--- src/verilog/md_cache_consts.svh ---
`ifndef MD_CACHE_CONSTS_SVH
`define MD_CACHE_CONSTS_SVH

////////////////////////////////////////
// Datapath widths
////////////////////////////////////////

// One coordinate word
`define DATA_WIDTH 32

// Packed position, MSB to LSB {posz, posy, posx}
`define POS_WIDTH (3 * `DATA_WIDTH)

// Cell address, entry 0 holds the particle count
`define ADDR_WIDTH 8

////////////////////////////////////////
// Cell geometry
////////////////////////////////////////

// Width of one cell coordinate
`define CELL_ID_WIDTH 4

// Number of cells in the store
`define CELL_NUM 2

// Packed cell IDs, MSB to LSB {cell_x, cell_y, cell_z}
// Cell (1,1,1)
`define CELL0_ID 12'h111
// Cell (1,1,2)
`define CELL1_ID 12'h112

`endif

--- src/verilog/md_cache_pkg.sv ---
package md_cache_pkg;

	////////////////////////////////////////
	// Motion update FSM
	////////////////////////////////////////

	typedef enum logic [1:0]
	{
		// Waiting for the enable level
		MU_IDLE        = 2'd0,
		// Taking broadcast particles into the shadow buffer
		MU_COLLECT     = 2'd1,
		// Count goes to address 0 of the shadow buffer
		MU_WRITE_COUNT = 2'd2,
		// Shadow becomes active
		MU_SWAP        = 2'd3
	} mu_state_t;

	////////////////////////////////////////
	// Host register map
	////////////////////////////////////////

	typedef enum logic [2:0]
	{
		REG_CTRL   = 3'd0,   // bit 0 motion update enable
		REG_STATUS = 3'd1,   // bit 0 busy
		REG_GEN    = 3'd2,   // swap generation
		REG_COUNT0 = 3'd3,   // last count of cell 0
		REG_COUNT1 = 3'd4    // last count of cell 1
	} reg_addr_t;

endpackage

--- src/verilog/cache_ctrl_regs.sv ---
`include "md_cache_consts.svh"

// Host register block
// Drives the update enable, records counts and swap generation
module cache_ctrl_regs
(
	input  logic                   clk,
	input  logic                   rst,
	// Host side
	input  logic                   reg_wr,
	input  md_cache_pkg::reg_addr_t reg_addr,
	input  logic [15:0]            reg_wdata,
	output logic [15:0]            reg_rdata,
	// Cache side
	input  logic [`CELL_NUM-1:0]   busy_in,
	input  logic [`CELL_NUM-1:0]   count_wr,
	input  logic [`ADDR_WIDTH-1:0] count_val0,
	input  logic [`ADDR_WIDTH-1:0] count_val1,
	output logic                   mu_enable
);

	import md_cache_pkg::*;

	////////////////////////////////////////
	// Registers
	////////////////////////////////////////

	// Update enable level
	logic ctrl_en;
	// Number of buffer swaps so far
	logic [15:0] gen;
	// Last count reported by each cell
	logic [`ADDR_WIDTH-1:0] count0;
	logic [`ADDR_WIDTH-1:0] count1;

	// Only REG_CTRL is writable
	always_ff @(posedge clk)
	begin
		if (rst)
		begin
			ctrl_en <= 1'b0;
		end
		else if (reg_wr && (reg_addr == REG_CTRL))
		begin
			ctrl_en <= reg_wdata[0];
		end
	end

	// Counts latch on each cell's pulse
	// Cell 0 pulse marks one swap
	always_ff @(posedge clk)
	begin
		if (rst)
		begin
			count0 <= '0;
			count1 <= '0;
			gen <= '0;
		end
		else
		begin
			if (count_wr[0])
			begin
				count0 <= count_val0;
				gen <= gen + 1'b1;
			end
			if (count_wr[1])
			begin
				count1 <= count_val1;
			end
		end
	end

	assign mu_enable = ctrl_en;

	////////////////////////////////////////
	// Read mux
	////////////////////////////////////////

	always_comb
	begin
		case (reg_addr)
			REG_CTRL:   reg_rdata = {15'd0, ctrl_en};
			// Busy while any cell is past idle
			REG_STATUS: reg_rdata = {15'd0, |busy_in};
			REG_GEN:    reg_rdata = gen;
			REG_COUNT0: reg_rdata = {{(16 - `ADDR_WIDTH){1'b0}}, count0};
			REG_COUNT1: reg_rdata = {{(16 - `ADDR_WIDTH){1'b0}}, count1};
			default:    reg_rdata = 16'd0;
		endcase
	end

endmodule

--- config.mk ---
export PLATFORM = sky130hd
export DESIGN_NAME = cache_ctrl_regs
export DESIGN_NICKNAME = d
export VERILOG_FILES = /design/src/verilog/md_cache_pkg.sv /design/src/verilog/cache_ctrl_regs.sv
export VERILOG_INCLUDE_DIRS = /design/src /design/src/verilog
export SDC_FILE = /design/constraint.sdc
export NUM_CORES = 1
export LEC_CHECK = 0
export BUFFER_PORTS_ARGS = -buffer_cell sky130_fd_sc_hd__buf_2
export CAP_MARGIN = 10
export CORE_MARGIN = 2
export CORE_UTILIZATION = 48
export CTS_CLUSTER_DIAMETER = 150
export CTS_CLUSTER_SIZE = 10
export DETAILED_ROUTE_END_ITERATION = 10
export PLACE_DENSITY = 0.89
export SLEW_MARGIN = 20
export SYNTH_ARGS = -nofsm -noshare
export SYNTH_HDL_FRONTEND = slang
export SYNTH_SLANG_ARGS = --single-unit
--- constraint.sdc ---
create_clock -name clk -period 2.12 [get_ports clk]
set_clock_uncertainty 0.15 [all_clocks]
set_input_delay 0.318 -clock clk [delete_from_list [all_inputs] [get_ports clk]]
set_output_delay 0.318 -clock clk [all_outputs]
set_load 0.02 [all_outputs]
==> metrics, run 1 <==
crit path kind primary input to output port; Fin. Hold Viols 0; layout cells sized above 1 0.265; Setup Buffers After CTS 0; Critical Path RT 1.65 ns; XOR/XNOR Fraction of Synth Area 0.0550; setup repair after global routing missed its margin no; main combinational cell family by area after synthesis simple AND/OR/NAND/NOR gates; syn_area_per_cell 8.60 um2; Clock power frac 0.384; I/O Pins 59; initial antenna violation count 0; pre-CTS setup slack 0.307 ns; largest net degree at the start of global routing 24; sw power 298 uW; clock slew at reported path FFs 0.10 ns; ys async rst share 0; PnR worst setup slack 0.273 ns; Flop pwr share 0.515; Synth area leader dfxtp_1; clk root buf clkbuf_4; YS warnings 0; Die H 61.6 um; pwr dens 660 mW/mm2; CTS Buf Count 5; worst-skew pair later-pin latency 0.35 ns; simple logic cell fraction of the synthesized area 0.268; H-Tree Depth 2; Pint 982 uW; GRT Total Usage 0.207; actual slew at the worst max-slew pin 0.462 ns; post-DR vias/cell 5.20; Die X 61.6 um; CTS max path bufs 2; detailed placement HPWL 2630 um; timing-limited maximum frequency 0.541 GHz; adder-cell share of the synthesized area 0.00786; global route overflow 0; post-route setup TNS 0 ns; WL per Instance 12.7 um; DRT Wirelength 3480 um; Placed Instances 266; vias in the first global route 1305; most area-consuming cells after synthesis dfxtp_1 (42%), mux2i_1 (12%), nor2_1 (7.8%); Logic pwr share 0.101; DRT iter0 DRCs 51; first-pass GRT wire length 5640 um; initial core utilization 0.513; Hold Crit Class primary input to register; Die ar. 0.00379 mm2; Setup violations, final 0; Port Buffers 43; final slew viol count 0; row count 20; Lkg Pwr 0.000869 uW; Antenna Cells 0; Synth top area share 0.415; Max transition margin 0.691; Final Cycle Share 0.871; Final GP Congestion 0.836; CP endpoint kind output port; sequential fraction of the synthesis area 0.415; nets 272; Resize count post-CTS 0; core footprint 0.00310 mm2; Area Overhead vs Synth 21.9%; ys flop type dfxtp_1; Period minus WS final 1.85 ns; Data arrival, critical path 1.38 ns; Synth Net Count 228; mux cell area share after synthesis 0.141; Max Cap Viol 0; hold_buf cts 0; DRT Pass-1 Iters 5; Post-Syn Instances 185; Compound-Gate Fraction of Synth Area 0.0802; Cell variety after synth 31; CP startpoint kind primary input; CTS tree yes; number of flops mapped to enable cells by yosys 0; #FFs+latches synth 33; Sink Count 33; VDD IR-drop max 0.344 mV; most common library cells after synthesis dfxtp_1 (33), nor2_1 (33), mux2i_1 (19); switching share of power 0.233; Crit Path Max Fanout 7; Finished Layout Cells 274; Hold WS 0.0518 ns; mapped cell area 0.00159 mm2; DR vias 1424; DRC viols 0; antenna viol nets, final 0; status finished clean
[layer usage]
layer  track usage  wire length, um
met5             0                0
met2         0.331             1720
met3        0.0462              162
met4         0.143               80
met1         0.246             1520
[layout make-up]
type | instances | area, um2
Clock buffer | 7 | 55.1
Clock inverter | 1 | 30.0
Fill cell | 288 | 1160
Inverter | 2 | 7.51
Multi-Input combinational cell | 139 | 878
Sequential cell | 33 | 661
Tap cell | 44 | 55.1
Timing Repair Buffer | 48 | 253
[sequential cells by signal, summed over array words and instances (netlist names)]
register and cells:
count0 8, count1 8, gen 16, mu_enable 1
[critical path, cell delays in order]
cell,delay (ns)
buf_2,0.14
nor2b_1,0.42
a22oi_1,0.14
o21ai_0,0.17
buf_2,0.19
[layout by cell type, fill, tap and decap left out, types with 5 or more instances in the layout]
cell      Yosys  layout
buf_2         3      43
mux2i_1      19      19
nand2_1      12      12
buf_4         0       5
a22oi_1       7       7
nor3_1        5       5
nand4_1       5       5
o21ai_0       9       9
nor2b_1       6       6
and2_1        9       9
nand3_1       5       5
clkbuf_4      0       5
xor2_1        6       6
dfxtp_1      33      33
nor2_1       33      33
[logic make-up (layout without fill, tap and decap cells)]
family / count (synthesis) / after routing
AO/OA/AOI/OAI: 21 / 21
multiplexers: 22 / 22
XOR/XNOR: 10 / 10
adder cells (fa/ha/maj): 1 / 1
buffers and inverters: 13 / 58
AND/OR/NAND/NOR: 85 / 85
flip-flops: 33 / 33
[worst paths after layout]
| check | start | endpoint | slack [ns] | depth (start not counted) |
|---|---|---|---|---|
| worst max-delay path | reg_addr[2] | reg_rdata[7] | 0.27 | 5 |
| worst min register to register | count0[6]$_SDFFE_PP0P_ | count0[6]$_SDFFE_PP0P_ | 0.36 | 2 |
| worst max register to register | gen[0]$_SDFFE_PP0P_ | gen[12]$_SDFFE_PP0P_ | 0.38 | 5 |
| worst min-delay path | count_val0[1] | count0[1]$_SDFFE_PP0P_ | 0.05 | 3 |
[power by group through the flow]
| stage | clock network (uW) | logic [uW] | registers (uW) |
|---|---|---|---|
| after floorplan | 0 | 82.1 | 668 |
| after global placement | 0 | 125 | 672 |
| after detailed placement | 0 | 130 | 673 |
| after CTS | 502 | 129 | 659 |
| after global routing | 532 | 144 | 663 |
| final | 491 | 129 | 659 |
[metrics by stage]
| stage | util | cell area (um2) | total power, uW |
|---|---|---|---|
| after global placement | 0.598 | 1850 | 797 |
| after detailed placement | 0.598 | 1850 | 803 |
| final | 0.625 | 1940 | 1280 |
| after CTS | 0.625 | 1940 | 1290 |
| after global routing | 0.625 | 1940 | 1340 |
| after floorplan | - | 1590 | 750 |
Note: power is estimated with default switching activity, not from simulation.
==> inputs of run 2 (changes only) <==
Settings changed: GPL_TIMING_DRIVEN set to 0, SLEW_MARGIN 20 to unset.
==> run 2 against run 1 <==
Sequential cell count did not move; sequential share of layout area rose by 0.29 points; worst hold slack improved by 0.0046 ns; clock power down 18%; clock-buffer cell count unchanged; cell area decreased by 0.84%; critical path type unchanged; largest power group unchanged.
==> metrics, run 2 (synthesis results as in run 1) <==
status finished clean; core footprint 0.00310 mm2; Final GP Congestion 0.863; timing-limited maximum frequency 0.496 GHz; dpl cell area 0.00185 mm2; Critical Path RT 1.65 ns; Flop pwr share 0.554; Antenna Cells 0; WL per Instance 12.5 um; max reg flops 16; Logic pwr share 0.108; clock slew at reported path FFs 0.10 ns; largest net degree at the start of global routing 11; vias in the first global route 1236; DRT Pass-1 Iters 4; Die ar. 0.00379 mm2; most common cell after layout, fill and taps aside buf_2; Die X 61.6 um; sw power 300 uW; pwr dens 619 mW/mm2; crit path kind primary input to output port; setup repair after global routing missed its margin no; DRC viols 0; Crit Path Max Fanout 8; actual slew at the worst max-slew pin 0.557 ns; CTS Buf Count 5; Period minus WS final 2.02 ns; initial antenna violation count 0; global route overflow 0; highest-count cells in the layout ignoring fill and taps buf_2 (43), nor2_1 (33), dfxtp_1 (33); initial core utilization 0.513; nets 275; Setup crit start reg_addr[1]; largest reg by FF count gen; Reg2Reg Setup Slack 0.22 ns; Setup violations, final 0; CP endpoint kind output port; DR vias 1466; CTS max path bufs 2; CTS tree yes; Register Area 661 um2; CP startpoint kind primary input; worst-skew pair later-pin latency 0.34 ns; DRT iter0 DRCs 75; multi-input logic area 883 um2; hold_buf cts 0; first-pass GRT wire length 5390 um; Fill cells 274; Clock power frac 0.338; I/O Pins 59; row count 20; Data arrival, critical path 1.55 ns; Reg-to-Reg Start gen[0]$_SDFFE_PP0P_; post-DR vias/cell 5.29; detailed placement HPWL 2660 um; Pint 891 uW; Max Cap Viol 0; VDD IR-drop max 0.357 mV; switching share of power 0.252; Lkg Pwr 0.000855 uW; Area Overhead vs Synth 20.8%; DRT Wirelength 3470 um; final slew viol count 0; Fin. Hold Viols 0; Hold Crit Class primary input to register; clk root buf clkbuf_4; GRT Total Usage 0.199; Port Buffers 40; Final Cycle Share 0.951; Sink Count 33; H-Tree Depth 2; Max transition margin 0.629; post-route setup TNS 0 ns; Design Area, Final 0.00192 mm2; Die H 61.6 um; HP Start count_val0[5]; layout cells sized above 1 0.253; antenna viol nets, final 0; Largest regs gen x16, count0 x8, count1 x8
==> run 2: changes by cell type in the layout (fill, tap and decap cells not counted), sizes merged <==
cell	change
clkinv	+1
bufinv	-1
clkbuf	+5
buf	-2
==> run 2: worst paths after layout <==
kind	end	depth (start not counted)
worst min-delay path	count0[5]$_SDFFE_PP0P_	3
worst max register to register	gen[12]$_SDFFE_PP0P_	5
worst min register to register	count0[3]$_SDFFE_PP0P_	2
worst max-delay path	reg_rdata[0]	8
==> run 2: area by class of cell <==
type,count,area share
multi-input combinational,139,0.459
inverter,2,0.00390
buffer,11,0.0241
timing repair buffer,40,0.104
clock inverter,1,0.00260
clock buffer,7,0.0338
sequential,33,0.344
tap,44,0.0286
==> run 2: worst max-delay path: stages <==
cell and delay [ns]:
buf_2 0.14, nor2b_1 0.13, clkbuf_2 0.16, and2_1 0.17, buf_2 0.16, a21oi_1 0.19
o21ai_0 0.10, buf_2 0.16
==> run 2: stage by stage <==
stage	hold WS (ns)	std cells	setup WS [ns]	total power, uW	utilization
floorplan	0.310	185	0.328	750	-
detailed placement	0.341	269	0.0211	801	0.595
global placement	0.324	269	0.0402	795	0.595
CTS	0.0534	277	0.00683	1200	0.618
finish	0.0564	277	0.103	1190	0.620
global route	0.0447	277	0.0637	1240	0.620
==> run 2: what timing repair did <==
action                                  CTS  global route
resized for setup                         0             2
endpoints found under the setup margin    0            14
buffers inserted                          0             0
==> run 2: routing by layer <==
layer  vias to the layer above  part of all wire  global-route usage
met5                         -                 0                   0
met4                         0             0.030               0.119
met1                       674              0.42               0.241
met2                        48              0.48               0.310
met3                        12             0.063              0.0630
li1                        732                 -                   -
==> run 2: power groups by stage <==
stage	logic (uW)	clock network, uW	registers (uW)
floorplan	82.1	0	668
global placement	123	0	672
detailed placement	128	0	674
CTS	128	408	659
global route	142	435	663
finish	128	402	660
==> inputs of run 3 (changes only) <==
Settings changed: ABC_AREA set to 1, CORE_UTILIZATION 48 to 49, PLACE_DENSITY 0.89 to 0.9.
==> run 3 against run 2 <==
Clock-buffer cell count down 1; critical path depth down 2; setup slack better by 0.13 ns; critical path type unchanged.
==> metrics, run 3 <==
final slew viol count 0; DR vias 1720; vias in the first global route 1590; Setup crit start reg_addr[2]; most common library cells after synthesis nor2_1 (57), nand2_1 (41), dfxtp_1 (33); status finished clean; Crit path depth 6; DRC viols 0; Final GP Congestion 0.835; Data arrival, critical path 1.42 ns; post-route setup TNS 0 ns; sequential fraction of the synthesis area 0.410; Setup violations, final 0; Cell variety after synth 23; Period minus WS final 1.88 ns; row count 20; Antenna Cells 0; Resize count post-CTS 0; layout cells sized above 1 0.229; clk root buf clkbuf_4; antenna viol nets, final 0; CTS tree yes; crit path kind primary input to output port; Fin. Hold Viols 0; ys flop type dfxtp_1; highest-count cells in the layout ignoring fill and taps nor2_1 (57), buf_2 (45), nand2_1 (41); switching share of power 0.248; global route overflow 0; Largest regs gen x16, count0 x8, count1 x8; Synth Net Count 284; Final Cycle Share 0.888; VDD IR-drop max 0.425 mV; first-pass GRT wire length 6620 um; Hold WS 0.0382 ns; Port Buffers 43; Critical Path RT 1.65 ns; post-DR vias/cell 5.12; most frequent CP cell buf_2; Die X 61.4 um; H-Tree Depth 2; critical path, cell by cell buf_2 -> inv_2 -> nor3_2 -> nand2_1 -> o211ai_1 -> buf_2; WL per Instance 11.6 um; most common cell after layout, fill and taps aside nor2_1; Reg-to-Reg Start gen[1]$_SDFFE_PP0P_; ys async rst share 0; Lkg Pwr 0.000856 uW; Max transition margin 0.655; hold_buf cts 0; clock slew at reported path FFs 0.11 ns; #FFs+latches synth 33; nets 334; DRT Pass-1 Iters 4; mapped cell area 0.00161 mm2; initial core utilization 0.519; worst-skew pair later-pin latency 0.34 ns; Synth top area share 0.410; cell with the most instances after synthesis nor2_1; Logic pwr share 0.101; r2r endpoint gen[12]$_SDFFE_PP0P_; actual slew at the worst max-slew pin 0.515 ns; Die ar. 0.00376 mm2; Hold Crit Class primary input to register; detailed placement HPWL 3000 um; Setup Buffers After CTS 0; Crit Path Max Fanout 8; syn_area_per_cell 6.69 um2; most area-consuming cells after synthesis dfxtp_1 (41%), nor2_1 (13%), nand2_1 (9.5%); I/O Pins 59; pwr dens 657 mW/mm2; Post-Syn Instances 241; Pint 974 uW; max reg flops 16; Worst Setup EP reg_rdata[7]; Die H 61.4 um; timing-limited maximum frequency 0.531 GHz; CTS max path bufs 2; dpl cell area 0.00188 mm2; CTS Buf Count 5; CP bufs+invs 3; cell family with most CP delay simple AND/OR/NAND/NOR gates; Flop pwr share 0.509; Clock power frac 0.390; Max Cap Viol 0; CP endpoint kind output port; Area Overhead vs Synth 22.3%; Sink Count 33; YS warnings 0; Reg2Reg Setup Slack 0.62 ns; Critical Path Max Stage Delay 0.41 ns; CP max-delay cell nor3_2; Synth area leader dfxtp_1; initial antenna violation count 0; CP startpoint kind primary input; core footprint 0.00310 mm2; number of flops mapped to enable cells by yosys 0; Design Area, Final 0.00197 mm2; R2R depth 6; GRT Total Usage 0.240; DRT Wirelength 3880 um; largest net degree at the start of global routing 12; setup repair after global routing missed its margin no; largest reg by FF count gen; DRT iter0 DRCs 107; sw power 321 uW
## run 3: cell types whose count changed after synthesis, sizes merged, moves of 5 or more
cell / previous run / this run
nor2: 33 / 63
nor2b: 6 / 0
nand3: 5 / 16
inv: 2 / 29
o21ai: 9 / 23
a22oi: 7 / 0
nand2: 12 / 41
a21oi: 3 / 11
xor2: 6 / 1
mux2i: 19 / 0
and2: 9 / 0
## run 3: routing by layer
layer | up-vias | wire [um] | track usage
li1 | 880 | - | -
met1 | 773 | 1710 | 0.308
met2 | 57 | 1850 | 0.394
met3 | 10 | 245 | 0.0504
met4 | 0 | 78 | 0.0973
met5 | - | 0 | 0
## run 3: per-stage QoR
step                      utilization  total power (uW)  cells  setup slack, ns
after global placement          0.606               799    328            0.260
after detailed placement        0.606               803    328            0.236
after floorplan                     -               745    241            0.555
after CTS                       0.635              1300    336            0.236
final                           0.635              1300    336            0.236
after global routing            0.635              1340    336            0.127
## run 3: power groups by stage
stage / clock network [uW] / registers (uW) / logic (uW)
final: 505 / 660 / 130
after global routing: 532 / 664 / 148
after CTS: 508 / 659 / 131
after detailed placement: 0 / 674 / 130
after global placement: 0 / 673 / 126
after floorplan: 0 / 671 / 74.6
## run 3: tightest hold or removal path: cells and delay by family
family / cells / cell delay [ns]
and+or+nand+nor: 2 / 0.11
buffers and inverters: 1 / 0.07
## run 3: cells by family (layout without fill, tap and decap cells)
logic type               Yosys count  in the layout  share of synthesized area
XOR/XNOR                           1              1                    0.00544
buffers and inverters             34             85                     0.0807
adder cells (fa/ha/maj)            1              1                    0.00776
flip-flops                        33             33                      0.410
AO/OA/AOI/OAI                     40             40                      0.134
AND/OR/NAND/NOR                  132            132                      0.362
## run 3: layout make-up
cell class	instances	area (um2)
buffer	5	21.3
multi-input combinational	174	821
timing repair buffer	43	215
inverter	29	109
tap	44	55.1
fill	310	1130
clock inverter	2	37.5
clock buffer	6	51.3
sequential	33	661
## run 3: worst min path at each step
stage	startpoint	to	slack (ns)	cells after the start
floorplan	rst	gen[9]$_SDFFE_PP0P_	0.24	1
global placement	mu_enable$_SDFFE_PP0P_	mu_enable$_SDFFE_PP0P_	0.30	2
detailed placement	mu_enable$_SDFFE_PP0P_	mu_enable$_SDFFE_PP0P_	0.31	2
CTS	count_val0[5]	count0[5]$_SDFFE_PP0P_	0.04	3
global route	count_val1[1]	count1[1]$_SDFFE_PP0P_	0.04	3
finish	count_val0[2]	count0[2]$_SDFFE_PP0P_	0.04	3
